[config.mk]
export PLATFORM = sky130hd
export DESIGN_NAME = radio_frontend_top
export DESIGN_NICKNAME = d
export VERILOG_FILES = /design/src/radio_frontend_pkg.sv /design/src/lms_rx_deinterleave.sv /design/src/lms_tx_interleave.sv /design/src/radio_frontend_top.sv /design/src/spi_bus_fanout.sv
export VERILOG_INCLUDE_DIRS = /design/src
export SDC_FILE = /design/constraint.sdc
export NUM_CORES = 1
export LEC_CHECK = 0
export BUFFER_PORTS_ARGS = -buffer_cell sky130_fd_sc_hd__buf_2
export CORE_ASPECT_RATIO = 1.1
export CORE_MARGIN = 2
export CORE_UTILIZATION = 48
export CTS_BUF_LIST = sky130_fd_sc_hd__clkbuf_4 sky130_fd_sc_hd__clkbuf_8
export DETAILED_ROUTE_END_ITERATION = 8
export HOLD_SLACK_MARGIN = 0.12
export PLACE_DENSITY = 0.79
export SETUP_SLACK_MARGIN = 0.02
export SYNTH_ARGS = -nofsm -noshare
export SYNTH_HDL_FRONTEND = slang
export SYNTH_SLANG_ARGS = --single-unit
[constraint.sdc]
create_clock -name dsp_clk -period 2.3 [get_ports dsp_clk]
set_clock_uncertainty 0.2 [all_clocks]
set_input_delay 0.575 -clock dsp_clk [delete_from_list [all_inputs] [get_ports dsp_clk]]
set_output_delay 0.575 -clock dsp_clk [all_outputs]
set_load 0.005 [all_outputs]
[src/radio_frontend_settings.svh]
//--------------------
// Fixed widths and SPI bus constants of the transceiver front end.
// Include wherever a width or the SPI device layout is needed; the
// package pulls this in for its typedefs.
//--------------------
`ifndef RADIO_FRONTEND_SETTINGS_SVH
`define RADIO_FRONTEND_SETTINGS_SVH

// Receive side
`define RF_ADC_WIDTH     12           // ADC pin word
`define RF_RX_WIDTH      14           // Sample width towards the DSP

// Transmit side
`define RF_DAC_IN_WIDTH  16           // Sample width from the DSP
`define RF_DAC_WIDTH     12           // DAC pin word

// SPI peripherals, bit order follows the device index enum
`define RF_SPI_DEVICES   9

// Devices with a read-back line
//   bit 0 clock gen, bit 1 mainboard DAC,
//   bit 3 TX daughterboard, bit 5 TX daughterboard ADC,
//   bit 6 RX daughterboard, bit 8 RX daughterboard ADC
`define RF_SPI_MISO_MASK 9'h16B

`endif

[src/radio_frontend_pkg.sv]
//--------------------
// Shared types of the radio front end: sample and pin words,
// the I/Q phase and the SPI device index.
// Modules import it in their body and use scoped names in ports.
//--------------------
package radio_frontend_pkg;

`include "radio_frontend_settings.svh"

   // Pin and sample words
   typedef logic [`RF_ADC_WIDTH-1:0]    adc_word_t;
   typedef logic [`RF_RX_WIDTH-1:0]     rx_sample_t;
   typedef logic [`RF_DAC_IN_WIDTH-1:0] dac_sample_t;
   typedef logic [`RF_DAC_WIDTH-1:0]    dac_word_t;

   // One bit per SPI peripheral
   typedef logic [`RF_SPI_DEVICES-1:0]  spi_sel_t;

   // Which half of an interleaved pair is on the bus
   typedef enum logic
   {
      IQ_PHASE_I = 1'b0,
      IQ_PHASE_Q = 1'b1
   } iq_phase_e;

   // Index into spi_sel_t
   typedef enum logic [3:0]
   {
      SPI_DEV_CLK    = 4'd0,
      SPI_DEV_DAC    = 4'd1,
      SPI_DEV_ADC    = 4'd2,
      SPI_DEV_TX_DB  = 4'd3,
      SPI_DEV_TX_DAC = 4'd4,
      SPI_DEV_TX_ADC = 4'd5,
      SPI_DEV_RX_DB  = 4'd6,
      SPI_DEV_RX_DAC = 4'd7,
      SPI_DEV_RX_ADC = 4'd8
   } spi_dev_e;

endpackage

[src/lms_rx_deinterleave.sv]
//--------------------
// Receive capture from the transceiver's two time-interleaved ADCs.
// Drives the I/Q select pins and hands zero-extended I/Q pairs to
// the DSP with a one-cycle strobe, one pair every second cycle.
//--------------------
module lms_rx_deinterleave
(
   input  logic                           dsp_clk,
   input  logic                           reset_i,
   input  radio_frontend_pkg::adc_word_t  adc0_i,
   input  radio_frontend_pkg::adc_word_t  adc1_i,
   output logic                           rx_iq_sel0_o,
   output logic                           rx_iq_sel1_o,
   output radio_frontend_pkg::rx_sample_t adc_i0_o,
   output radio_frontend_pkg::rx_sample_t adc_q0_o,
   output radio_frontend_pkg::rx_sample_t adc_i1_o,
   output radio_frontend_pkg::rx_sample_t adc_q1_o,
   output logic                           adc_strobe_o
);
   import radio_frontend_pkg::*;

   iq_phase_e phase_q;             // Shared by both channels
   iq_phase_e phase_next;
   logic      sel0_q;
   logic      sel1_q;
   adc_word_t hold_i0_q;           // I words waiting for their Q
   adc_word_t hold_i1_q;

   assign phase_next = (phase_q == IQ_PHASE_I) ? IQ_PHASE_Q : IQ_PHASE_I;

   // Phase and select pins
   // One flop per select pin so each can sit next to its pad
   always_ff @(posedge dsp_clk)
   begin
      if (reset_i)
      begin
         phase_q <= IQ_PHASE_I;
         sel0_q  <= 1'b0;
         sel1_q  <= 1'b0;
      end
      else
      begin
         phase_q <= phase_next;
         sel0_q  <= (phase_next == IQ_PHASE_Q);  // Low while I is wanted
         sel1_q  <= (phase_next == IQ_PHASE_Q);
      end
   end

   assign rx_iq_sel0_o = sel0_q;
   assign rx_iq_sel1_o = sel1_q;

   // Hold the I words for one cycle
   always_ff @(posedge dsp_clk)
   begin
      if (phase_q == IQ_PHASE_I)
      begin
         hold_i0_q <= adc0_i;
         hold_i1_q <= adc1_i;
      end
   end

   // Pair output, Q taken straight off the pins
   always_ff @(posedge dsp_clk)
   begin
      if (reset_i)
      begin
         adc_strobe_o <= 1'b0;
         adc_i0_o     <= '0;
         adc_q0_o     <= '0;
         adc_i1_o     <= '0;
         adc_q1_o     <= '0;
      end
      else
      begin
         adc_strobe_o <= (phase_q == IQ_PHASE_Q);
         if (phase_q == IQ_PHASE_Q)
         begin
            adc_i0_o <= rx_sample_t'(hold_i0_q);  // Zero-extend
            adc_q0_o <= rx_sample_t'(adc0_i);
            adc_i1_o <= rx_sample_t'(hold_i1_q);
            adc_q1_o <= rx_sample_t'(adc1_i);
         end
      end
   end

   // A pair takes two cycles on the pins
   strobe_spacing_a : assert property (
      @(posedge dsp_clk) disable iff (reset_i)
      adc_strobe_o |=> !adc_strobe_o
   );

   // Both transceiver channels must see the same phase
   sel_match_a : assert property (
      @(posedge dsp_clk) rx_iq_sel0_o == rx_iq_sel1_o
   );

endmodule

[src/lms_tx_interleave.sv]
//--------------------
// Transmit serializer for the transceiver's single DAC bus.
// An I/Q pair from the DSP is sampled every second cycle; I goes
// out with the select low, then Q with the select high.
//--------------------
module lms_tx_interleave
(
   input  logic                            dsp_clk,
   input  logic                            reset_i,
   input  radio_frontend_pkg::dac_sample_t dac_i_i,
   input  radio_frontend_pkg::dac_sample_t dac_q_i,
   output radio_frontend_pkg::dac_word_t   dac_o,
   output logic                            tx_iq_sel_o
);
   import radio_frontend_pkg::*;

   iq_phase_e phase_q;     // Phase of the next edge
   dac_word_t hold_q_q;    // Q word for the second half

   // Phase register, first edge out of reset is an I edge
   always_ff @(posedge dsp_clk)
   begin
      if (reset_i)
      begin
         phase_q <= IQ_PHASE_I;
      end
      else if (phase_q == IQ_PHASE_I)
      begin
         phase_q <= IQ_PHASE_Q;
      end
      else
      begin
         phase_q <= IQ_PHASE_I;
      end
   end

   // Keep Q while I is on the pins
   always_ff @(posedge dsp_clk)
   begin
      if (phase_q == IQ_PHASE_I)
      begin
         hold_q_q <= dac_word_t'(dac_q_i);   // Low 12 bits only
      end
   end

   // DAC pins
   always_ff @(posedge dsp_clk)
   begin
      if (reset_i)
      begin
         dac_o       <= '0;
         tx_iq_sel_o <= 1'b1;
      end
      else if (phase_q == IQ_PHASE_I)
      begin
         dac_o       <= dac_word_t'(dac_i_i);
         tx_iq_sel_o <= 1'b0;
      end
      else
      begin
         dac_o       <= hold_q_q;
         tx_iq_sel_o <= 1'b1;
      end
   end

   // Transceiver expects a strict I, Q, I, Q sequence
   // Antecedent on reset keeps the release edge out of the check
   sel_toggle_a : assert property (
      @(posedge dsp_clk) disable iff (reset_i)
      !reset_i |=> tx_iq_sel_o != $past(tx_iq_sel_o)
   );

endmodule

[src/radio_frontend_top.sv]
//--------------------
// Radio front-end glue between the DSP core and the integrated
// RF transceiver: receive deinterleave, transmit interleave and
// the SPI fan-out, all on dsp_clk.
//--------------------
module radio_frontend_top
(
   input  logic                            dsp_clk,
   input  logic                            reset_i,

   // Receive ADC pins and samples
   input  radio_frontend_pkg::adc_word_t   adc0_i,
   input  radio_frontend_pkg::adc_word_t   adc1_i,
   output logic                            rx_iq_sel0_o,
   output logic                            rx_iq_sel1_o,
   output radio_frontend_pkg::rx_sample_t  adc_i0_o,
   output radio_frontend_pkg::rx_sample_t  adc_q0_o,
   output radio_frontend_pkg::rx_sample_t  adc_i1_o,
   output radio_frontend_pkg::rx_sample_t  adc_q1_o,
   output logic                            adc_strobe_o,

   // Transmit samples and DAC pins
   input  radio_frontend_pkg::dac_sample_t dac_i_i,
   input  radio_frontend_pkg::dac_sample_t dac_q_i,
   output radio_frontend_pkg::dac_word_t   dac_o,
   output logic                            tx_iq_sel_o,

   // SPI master side and peripheral pins
   input  radio_frontend_pkg::spi_sel_t    spi_sen_i,
   input  logic                            spi_sclk_i,
   input  logic                            spi_mosi_i,
   output radio_frontend_pkg::spi_sel_t    spi_dev_sclk_o,
   output radio_frontend_pkg::spi_sel_t    spi_dev_mosi_o,
   input  radio_frontend_pkg::spi_sel_t    spi_dev_miso_i,
   output logic                            spi_miso_o
);

   // Receive path
   lms_rx_deinterleave rx_deint_i
   (
      .dsp_clk      (dsp_clk),
      .reset_i      (reset_i),
      .adc0_i       (adc0_i),
      .adc1_i       (adc1_i),
      .rx_iq_sel0_o (rx_iq_sel0_o),
      .rx_iq_sel1_o (rx_iq_sel1_o),
      .adc_i0_o     (adc_i0_o),
      .adc_q0_o     (adc_q0_o),
      .adc_i1_o     (adc_i1_o),
      .adc_q1_o     (adc_q1_o),
      .adc_strobe_o (adc_strobe_o)
   );

   // Transmit path, rising edge like the rest
   lms_tx_interleave tx_int_i
   (
      .dsp_clk     (dsp_clk),
      .reset_i     (reset_i),
      .dac_i_i     (dac_i_i),
      .dac_q_i     (dac_q_i),
      .dac_o       (dac_o),
      .tx_iq_sel_o (tx_iq_sel_o)
   );

   // SPI fan-out to the nine peripherals
   spi_bus_fanout spi_fanout_i
   (
      .dsp_clk        (dsp_clk),
      .reset_i        (reset_i),
      .spi_sen_i      (spi_sen_i),
      .spi_sclk_i     (spi_sclk_i),
      .spi_mosi_i     (spi_mosi_i),
      .spi_dev_sclk_o (spi_dev_sclk_o),
      .spi_dev_mosi_o (spi_dev_mosi_o),
      .spi_dev_miso_i (spi_dev_miso_i),
      .spi_miso_o     (spi_miso_o)
   );

endmodule

[src/spi_bus_fanout.sv]
//--------------------
// Fan-out of one SPI master to the board's nine peripherals.
// Clock and data reach only the device whose active-low enable is
// asserted; read-back lines of the devices that have one are merged.
// Purely combinational, the clock is only for the checker.
//--------------------
`include "radio_frontend_settings.svh"

module spi_bus_fanout
(
   input  logic                         dsp_clk,
   input  logic                         reset_i,
   input  radio_frontend_pkg::spi_sel_t spi_sen_i,
   input  logic                         spi_sclk_i,
   input  logic                         spi_mosi_i,
   output radio_frontend_pkg::spi_sel_t spi_dev_sclk_o,
   output radio_frontend_pkg::spi_sel_t spi_dev_mosi_o,
   input  radio_frontend_pkg::spi_sel_t spi_dev_miso_i,
   output logic                         spi_miso_o
);
   import radio_frontend_pkg::*;

   localparam spi_sel_t MISO_MASK = `RF_SPI_MISO_MASK;

   spi_sel_t dev_active;    // High for the enabled device
   spi_sel_t miso_gated;

   assign dev_active = ~spi_sen_i;

   // Idle devices see a quiet bus
   always_comb
   begin
      for (int k = 0; k < `RF_SPI_DEVICES; k++)
      begin
         spi_dev_sclk_o[k] = dev_active[k] & spi_sclk_i;
         spi_dev_mosi_o[k] = dev_active[k] & spi_mosi_i;
      end
   end

   // Devices without a return line may float, so mask them out
   assign miso_gated = dev_active & spi_dev_miso_i & MISO_MASK;
   assign spi_miso_o = |miso_gated;

   // Two enables at once would short the merged read-back
   one_device_a : assert property (
      @(posedge dsp_clk) disable iff (reset_i)
      $countones(dev_active) <= 1
   );

endmodule

# [Yosys cells after proc, flatten, opt, wreduce, memory -nomap -nowiden]
# Cells that the tools add are included.
[word_totals] reg_bits=100 input_bits=78 out_inout_bits=91 elab_cells=37
[classes] n_mux=4 bitwise_logic=20 reduce_logical=1
[op_table] op="$and A1 B1 Y1" count=18
[op_table] op="$mux W12" count=1
[op_table] op="$and A9 B9 Y9" count=1
[op_table] op="$not A9 Y9" count=1
[op_table] op="$reduce_or A6 Y1" count=1
[op_table] op="$mux W1" count=3

# [Logic depth before layout (Yosys ltp)]
# Gate-level depths: netlist of run 1.
[depth] depth_word=3 depth_mapped=4

# [Cells and area by module]
# A second synthesis of run 1 with hierarchy kept.
[unflattened] cells_unflattened=279 hier_area_um2=3595.9
[by_module_without_submodules] mod="lms_rx_deinterleave" n_inst=1 cells_per_inst=195 area_per_inst_um2=2576.2 seq_area_each_um2=1721.7
[by_module_without_submodules] mod="lms_tx_interleave" n_inst=1 cells_per_inst=56 area_per_inst_um2=853.3 seq_area_each_um2=640.6
[by_module_without_submodules] mod="spi_bus_fanout" n_inst=1 cells_per_inst=28 area_per_inst_um2=166.4 seq_area_each_um2=0.0

# [Worst setup path after synthesis of run 1]
# OpenSTA, ideal clock, no wires.
[synth_timing] kind="input to output" from="in spi_dev_miso_i[0]" to="out spi_miso_o" arrival_ps=1037 slack_ps=488 path_stages=3 n_path_buf=0 path_cell_list="inv_1 > o22ai_1 > or3_1"
[synth_via] elab_chain_cells=2
[synth_lines] item="start, declared" line="radio_frontend_top.sv:34" rtl="input radio_frontend_pkg::spi_sel_t spi_dev_miso_i,"
[synth_lines] item="$and A9 B9 Y9" line="spi_bus_fanout.sv:41" rtl="assign miso_gated = dev_active & spi_dev_miso_i & MISO_MASK;"
[synth_lines] item="$reduce_or A6 Y1" line="spi_bus_fanout.sv:42" rtl="assign spi_miso_o = |miso_gated;"
[synth_lines] item="end, declared" line="radio_frontend_top.sv:35" rtl="output logic spi_miso_o"
# Every way passes these cells.

# [Worst setup path in the final report of run 1]
[layout_timing] from="in spi_dev_miso_i[3]" to="out spi_miso_o"
# The elaborated chain is that of the path after synthesis.

==> results of run 1 <==
-- final cells by class --
| type | count | area (sq um) |
|---|---|---|
| inverter | 9 | 33.8 |
| clock buffer | 9 | 124 |
| fill | 588 | 2840 |
| tap | 87 | 109 |
| clock inverter | 7 | 57.6 |
| timing repair buffer | 155 | 816 |
| multi-input combinational | 153 | 1000 |
| sequential | 100 | 2360 |
-- critical path, stage by stage --
cell and delay [ps]:
buf_2 100, inv_1 50, o22ai_1 90, or3_1 350, buf_2 130
-- final timing paths --
| path | start | end | slack (ps) | cells after the start |
|---|---|---|---|---|
| hold reg to reg | rx_deint_i.hold_i0_q[4] | rx_deint_i.adc_i0_o[4] | 290 | 2 |
| hold / removal | dac_q_i[7] | tx_int_i.hold_q_q[7] | 190 | 1 |
| setup / recovery | spi_dev_miso_i[3] | spi_miso_o | 230 | 5 |
| setup reg to reg | rx_deint_i.phase_q | rx_deint_i.adc_q1_o[3] | 770 | 3 |
-- metal layers --
| metal | up-vias | wire, microns | part of all wire, % |
|---|---|---|---|
| met3 | 7 | 574 | 8.4 |
| li1 | 1213 | - | - |
| met4 | 0 | 77 | 1.1 |
| met5 | - | 0 | 0 |
| met1 | 1128 | 2840 | 42 |
| met2 | 102 | 3310 | 49 |
-- cell usage in the layout, fill, tap and decap left out, drive strengths merged --
cell type and n:
clkinvlp 2, edfxtp 36, mux2i 60, nor2 63, buf 155, inv 12
o22ai 3, conb 8, clkbuf 9, dfxtp 64, nor2b 18, or3 1
clkinv 2
-- logic make-up after synthesis --
family                 count (synthesis)  share of synthesized area, %
other                                  1                         0.105
and+or+nand+nor                       82                          9.92
buffers and inverters                 33                          6.71
muxes                                 60                          16.8
DFF                                  100                          66.0
AOI/OAI and AO/OA                      3                         0.524
-- report_power, final --
| part | switching, W | internal (W) | leakage (nW) | total, W |
|---|---|---|---|---|
| registers | 0.0000416 | 0.00196 | 0.890 | 0.00200 |
| logic | 0.000192 | 0.000193 | 1.20 | 0.000385 |
| clock network | 0.000612 | 0.000408 | 0.0881 | 0.00102 |
| total | 0.000845 | 0.00256 | 2.18 | 0.00340 |
-- registers in the layout, indices dropped and copies added (netlist names) --
register	flops
rx_deint_i.adc_strobe_o	1
rx_deint_i.hold_i0_q	12
rx_deint_i.adc_i1_o	12
rx_deint_i.adc_q1_o	12
rx_deint_i.adc_q0_o	12
rx_deint_i.adc_i0_o	12
tx_int_i.phase_q	1
tx_int_i.dac_o	12
rx_deint_i.hold_i1_q	12
rx_deint_i.phase_q	1
tx_int_i.tx_iq_sel_o	1
tx_int_i.hold_q_q	12
-- stage by stage --
stage | util [%] | worst slack [ps]
2_1_floorplan | - | 488
3_3_place_gp | 58.9 | 250
3_5_place_dp | 58.9 | 231
4_1_cts | 61.3 | 231
5_1_grt | 61.3 | 196
6_report | 61.3 | 233
==> flow_metrics.tcl, run 1 <==
set metrics [dict create \
    synthesis.area_sq_mm 0.00358 \
    vias 2450 \
    post_cts_buffers 0 \
    ys_warn_count 0 \
    crit_path_start_kind "primary input" \
    maxCapViolCount 0 \
    drc 0 \
    ios 169 \
    post-route-period-util_pct 89.9 \
    critPathKind "in2out" \
    initial_core_util_pct 48.7 \
    synth_top_area_cell "dfxtp_1" \
    slew_violations 0 \
    fin_area_sq_mm 0.00451 \
    wl_microns 6800 \
    synth.most_common_cell "dfxtp_1" \
    antenna_found_initial 0 \
    ys_top_cells_by_count "dfxtp_1, nor2_1, mux2i_1" \
    cts_root_buffer "clkbuf_8" \
    synthCells 279 \
    grtUsageTotal_pct 16.6 \
    outcome "completed" \
    drive_above_1_share_pct 39.7 \
    dp_cells 504 \
    worstPathMaxFanout 1 \
    grt_max_degree 40 \
    clkTransAtPathRegs_ps 100 \
    fp.dieW_microns 86.4 \
    final_hold_viol_count 0 \
    antenna_left 0 \
    grt.overflow.total 0 \
    drt_iter0_markers 63 \
    ys_seq_area_share_pct 66.0 \
    post_synth.cell_area_avg_sq_um 12.8 \
    wire_per_inst_microns 13.1 \
    grt_pass1_wl_microns 10400 \
    slew_headroom_pct 56.6 \
    gp_congestion 0.712 \
    area_growth_pct 25.9 \
    synth_ff_type "dfxtp_1" \
    diodes 0 \
    hp-class "in2reg" \
    placementRows 33 \
    power_w 0.00340 \
    gr-usage-met3_pct 6.03 \
    ys_ff_latch 100 \
    clock_latency_ps 350 \
    fin_crit_ps 2070 \
    fmax_mhz 484 \
    cts_max_path_buffers 2 \
    die-area_sq_mm 0.00817 \
    grtUsageMet2_pct 29.1 \
    synthDistinctLibCells 14 \
    critPathRequiredTime_ps 1520 \
    cts_resized 0 \
    arrival_ps 1290 \
    io_buffers 149 \
    ctsHtreeMaxLevel 3 \
    setup_viol 0 \
    gr-max-usage-layer "met2" \
    setup_tns_ps 0 \
    avgViaCountPerCell 4.71 \
    core-area_sq_mm 0.00735 \
    dpl_cell_area_sq_mm 0.00433 \
    power_density_mw_per_mm2 755 \
    grt_util_met1_pct 18.8 \
    final_nets 506 \
    dpl.hpwl_microns 4890 \
    ctsHoldBuffers 0 \
    cts_tree "built" \
    rsz0062_at_grt "false" \
    synth_edf_count 36 \
    cts_sinks 100 \
    dr.pass1.iters 4 \
    finalNonFillerCells 520 \
    first_global_vias 2274 \
    cp-end-kind "output port" \
    synth_top_cell_area_share_pct 35.8 \
    yosys-top-cells-area "dfxtp_1, edfxtp_1, mux2i_1" \
    power_leakage_nw 2.18 \
    cts-buffers-inserted 9 \
    die_h_microns 94.6 \
    worst_slew_pin_slew_ps 651 \
    async_flop_share_pct 0 \
    irDropWorstVdd_mv 0.623 \
    whs_ps 189 \
]
(Power assumes the default switching activity.)
==> run 2: changes to the inputs <==
--- a/config.mk
+++ b/config.mk
@@ -13,7 +13,7 @@
 export CTS_BUF_LIST = sky130_fd_sc_hd__clkbuf_4 sky130_fd_sc_hd__clkbuf_8
 export DETAILED_ROUTE_END_ITERATION = 8
 export HOLD_SLACK_MARGIN = 0.12
-export PLACE_DENSITY = 0.79
+export PLACE_DENSITY = 0.82
 export SETUP_SLACK_MARGIN = 0.02
 export SYNTH_ARGS = -nofsm -noshare
 export SYNTH_HDL_FRONTEND = slang
==> run 2 against run 1 <==
  * Global-route usage rose by 0.48 points
  * Total power barely moved
  * Sequential power about the same
  * Register-to-register slack better by 30 ps
  * Cell count did not move
  * Combinational power barely moved
  * Critical endpoint unchanged
  * Largest cell class unchanged
==> flow_metrics.tcl, run 2 (synthesis gave the netlist of run 1 again) <==
set metrics [dict create \
    fin_crit_ps 2060 \
    placementRows 33 \
    cts-buffers-inserted 9 \
    dr.pass1.iters 4 \
    avgViaCountPerCell 4.75 \
    vias 2471 \
    whs_ps 188 \
    dpl.hpwl_microns 5050 \
    hp-class "in2reg" \
    cts_sinks 100 \
    grt.overflow.total 0 \
    io_buffers 149 \
    antenna_left 0 \
    drc 0 \
    critical_path.most_common_cell "buf_2" \
    critPathKind "in2out" \
    p_int_w 0.00256 \
    power_w 0.00340 \
    drt_iter0_markers 91 \
    critPathRequiredTime_ps 1520 \
    clkPwrFrac_pct 30.0 \
    grtUsageTotal_pct 17.1 \
    cp-end-kind "output port" \
    crit_slowest_cell "or3_1" \
    fill_cells 602 \
    core-area_sq_mm 0.00735 \
    ctsHtreeMaxLevel 3 \
    cts_resized 0 \
    post_cts_buffers 0 \
    grt_pass1_wl_microns 10600 \
    final_cell_mix "buf_2, nor2_1, dfxtp_1" \
    final_hold_viol_count 0 \
    rrSetupSlack_ps 800 \
    irDropWorstVdd_mv 0.511 \
    diodes 0 \
    r2r_cells 2 \
    power_switching_w 0.000843 \
    cts_root_buffer "clkbuf_8" \
    startpoint "spi_dev_miso_i[0]" \
    final_common_cell "buf_2" \
    cts_max_path_buffers 2 \
    die_h_microns 94.6 \
    area_growth_pct 25.9 \
    r2r-start "rx_deint_i.phase_q" \
    drive_above_1_share_pct 39.7 \
    antenna_found_initial 0 \
    ctsHoldBuffers 0 \
    power_density_mw_per_mm2 754 \
    cts_tree "built" \
    arrival_ps 1280 \
    die-area_sq_mm 0.00817 \
    post-route-period-util_pct 89.4 \
    clock_latency_ps 350 \
    initial_core_util_pct 48.7 \
    gp_congestion 0.730 \
    comb_power_share_pct 11.3 \
    maxCapViolCount 0 \
    setup_viol 0 \
    grt_max_degree 31 \
    timing.critical_path.to "spi_miso_o" \
    r2r-end "rx_deint_i.hold_i0_q[1]" \
    wire_per_inst_microns 13.2 \
    setup_tns_ps 0 \
    min_delay_path_depth 1 \
    slew_violations 0 \
    p_seq_share_pct 58.7 \
    wl_microns 6860 \
    worstPathMaxFanout 1 \
    crit_path_start_kind "primary input" \
    power_leakage_nw 2.18 \
    dpl_cell_area_sq_mm 0.00433 \
    fp.dieW_microns 86.4 \
    fin_area_sq_mm 0.00451 \
    outcome "completed" \
    ios 169 \
    rsz0062_at_grt "false" \
    clkTransAtPathRegs_ps 100 \
    fmax_mhz 486 \
    swShare_pct 24.8 \
    finish.utilization_pct 61.4 \
    worstPathCellList "buf_2 -> inv_1 -> o22ai_1 -> or3_1 -> buf_2" \
    first_global_vias 2341 \
    crit_path_max_incr_delay_ps 350 \
    final_nets 506 \
]
-- run 2: cell count changes in the layout (fill, tap and decap cells not counted) --
| cell | previous run | this run |
|---|---|---|
| clkinv_4 | 1 | 2 |
| clkinvlp_4 | 2 | 1 |
-- run 2: power groups by stage --
stage | registers [W] | logic, W | clock network (W)
after floorplan | 0.00204 | 0.000218 | 0
after global placement | 0.00203 | 0.000377 | 0
after detailed placement | 0.00204 | 0.000390 | 0
after CTS | 0.00200 | 0.000390 | 0.00105
after global routing | 0.00201 | 0.000429 | 0.00114
final | 0.00200 | 0.000385 | 0.00102
-- run 2: how the worst min path moves through the flow --
| stage | startpoint | endpoint | slack, ps |
|---|---|---|---|
| after CTS | dac_q_i[7] | tx_int_i.hold_q_q[7] | 170 |
| after floorplan | tx_int_i.hold_q_q[0] | tx_int_i.dac_o[0] | 260 |
| after global placement | tx_int_i.hold_q_q[2] | tx_int_i.dac_o[2] | 260 |
| after detailed placement | rx_deint_i.hold_i1_q[1] | rx_deint_i.adc_i1_o[1] | 270 |
| after global routing | dac_q_i[3] | tx_int_i.hold_q_q[3] | 160 |
| final | dac_q_i[6] | tx_int_i.hold_q_q[6] | 190 |
-- run 2: routing by layer --
metal	track usage [%]	vias up	share of wire, %
li1	-	1213	-
met1	18.2	1115	40
met2	30.4	132	49
met3	6.03	11	9.2
met4	7.29	0	1.5
met5	0	-	0
-- run 2: critical path, delay by kind of cell --
family          cells  cell delay [ps]
buf+inv             3              280
simple gates        1              350
compound gates      1               70
-- run 2: through the flow --
| step | cells | worst slack, ps |
|---|---|---|
| 2_1_floorplan | 286 | 488 |
| 3_3_place_gp | 504 | 237 |
| 3_5_place_dp | 504 | 240 |
| 4_1_cts | 520 | 239 |
| 5_1_grt | 520 | 210 |
| 6_report | 520 | 243 |
-- run 2: cell type report --
cell class | instances | area, sq um | area share [%]
clock buffer | 9 | 124 | 2.75
sequential | 100 | 2360 | 52.4
timing repair buffer | 155 | 816 | 18.1
inverter | 9 | 33.8 | 0.749
clock inverter | 7 | 58.8 | 1.30
multi-input combinational | 153 | 1000 | 22.3
tap | 87 | 109 | 2.41
==> run 3: changes to the inputs <==
--- a/config.mk
+++ b/config.mk
@@ -8,7 +8,7 @@
 export LEC_CHECK = 0
 export BUFFER_PORTS_ARGS = -buffer_cell sky130_fd_sc_hd__buf_2
 export CORE_ASPECT_RATIO = 1.1
-export CORE_MARGIN = 2
+export CORE_MARGIN = 5
 export CORE_UTILIZATION = 48
 export CTS_BUF_LIST = sky130_fd_sc_hd__clkbuf_4 sky130_fd_sc_hd__clkbuf_8
 export DETAILED_ROUTE_END_ITERATION = 8
==> run 3 against run 2 <==
  * Hold slack improved by 6.6 ps
  * Total power rose by 0.33%
  * Design area barely moved
  * Critical path depth did not move
  * Die area rose by 14%
  * First-iteration DRC count fell by 9.9%
  * Wire length rose by 7.2%
  * Count of clock-buffer cells in the layout rose by 1
  * Utilization barely moved
  * Sequential power barely moved
  * Clock power barely moved
  * Highest routed layer unchanged
==> flow_metrics.tcl, run 3 (synthesis gave the netlist of run 1 again) <==
set metrics [dict create \
    crit_path_start_kind "primary input" \
    maxCapViolCount 0 \
    cts-buffers-inserted 9 \
    worstPathCellList "buf_2 -> inv_1 -> o22ai_1 -> or3_1 -> buf_2" \
    power_density_mw_per_mm2 757 \
    placementRows 33 \
    cts_tree "built" \
    grt_pass1_wl_microns 11600 \
    crit_buf_inv 3 \
    die_h_microns 101 \
    drc 0 \
    wire_per_inst_microns 14.1 \
    post_cts_buffers 0 \
    grt_max_degree 34 \
    antenna_left 0 \
    arrival_ps 1260 \
    fmax_mhz 491 \
    critPathKind "in2out" \
    power_w 0.00341 \
    die-area_sq_mm 0.00929 \
    io_buffers 149 \
    cts_max_path_buffers 2 \
    final_cell_mix "buf_2, nor2_1, dfxtp_1" \
    dpl.hpwl_microns 5490 \
    final_nets 507 \
    first_global_vias 2451 \
    whs_ps 194 \
    slew_violations 0 \
    hp-class "in2reg" \
    rsz0062_at_grt "false" \
    fin_crit_ps 2040 \
    area_growth_pct 25.9 \
    final_common_cell "buf_2" \
    crit_path_max_incr_delay_ps 350 \
    initial_core_util_pct 48.7 \
    antenna_found_initial 0 \
    ios 169 \
    final_hold_viol_count 0 \
    power_leakage_nw 2.18 \
    dp_cells 505 \
    clock_latency_ps 350 \
    drive_above_1_share_pct 39.9 \
    drt_iter0_markers 82 \
    fin_area_sq_mm 0.00451 \
    cts_root_buffer "clkbuf_8" \
    finalNonFillerCells 521 \
    core-area_sq_mm 0.00735 \
    vias 2442 \
    post-route-period-util_pct 88.5 \
    clkTransAtPathRegs_ps 100 \
    crit_slowest_cell "or3_1" \
    dr.pass1.iters 4 \
    avgViaCountPerCell 4.69 \
    ctsHoldBuffers 0 \
    ctsHtreeMaxLevel 3 \
    gp_congestion 0.671 \
    diodes 0 \
    wl_microns 7360 \
    cp-end-kind "output port" \
    outcome "completed" \
    critical_path.most_common_cell "buf_2" \
    grtUsageTotal_pct 16.0 \
    setup_viol 0 \
    fp.dieW_microns 92.4 \
    setup_tns_ps 0 \
    fill_cells 608 \
    dpl_cell_area_sq_mm 0.00432 \
    critPathRequiredTime_ps 1520 \
    irDropWorstVdd_mv 0.479 \
    cts_resized 0 \
    critPathTopFamily "simple AND/OR/NAND/NOR gates" \
    worstPathMaxFanout 1 \
    cts_sinks 100 \
    grt.overflow.total 0 \
]
==> run 3: cell count changes in the layout (fill, tap and decap cells not counted) <==
cell      before  now
buf_4          4    6
clkbuf_4       0    1
buf_12         2    1
clkinv_2       1    0
==> run 3: layout make-up <==
class | instances | area, sq um | share of cell area (%)
flip-flops and latches | 100 | 2360 | 52.4
multi-input cells | 153 | 1000 | 22.3
repair buffers | 156 | 811 | 18.0
clock buffers | 10 | 131 | 2.92
well taps | 87 | 109 | 2.42
clock inverters | 6 | 53.8 | 1.19
inverters | 9 | 33.8 | 0.750
==> run 3: power breakdown <==
| part | total [W] | switching (W) | internal [W] |
|---|---|---|---|
| logic | 0.000382 | 0.000190 | 0.000192 |
| clock network | 0.00103 | 0.000604 | 0.000425 |
| registers | 0.00200 | 0.0000467 | 0.00196 |
==> run 3: worst paths after layout <==
check	start	to	slack (ps)	depth (start not counted)
setup reg to reg	rx_deint_i.phase_q	rx_deint_i.adc_i1_o[4]	850	3
setup / recovery	spi_dev_miso_i[1]	spi_miso_o	260	5
hold / removal	dac_q_i[2]	tx_int_i.hold_q_q[2]	190	1
hold reg to reg	rx_deint_i.hold_i0_q[1]	rx_deint_i.adc_i0_o[1]	290	2
==> run 3: metal layers <==
layer / track usage (%) / share of wire (%) / up-vias
met5: 0 / 0 / -
li1: - / - / 1210
met3: 6.20 / 11 / 8
met4: 6.86 / 1.4 / 0
met2: 28.3 / 50 / 108
met1: 16.8 / 37 / 1116
==> run 3: per-stage QoR <==
step / utilization (%) / worst slack [ps]
floorplan: - / 488
global placement: 58.8 / 271
detailed placement: 58.8 / 270
CTS: 61.3 / 267
global route: 61.3 / 213
finish: 61.3 / 264
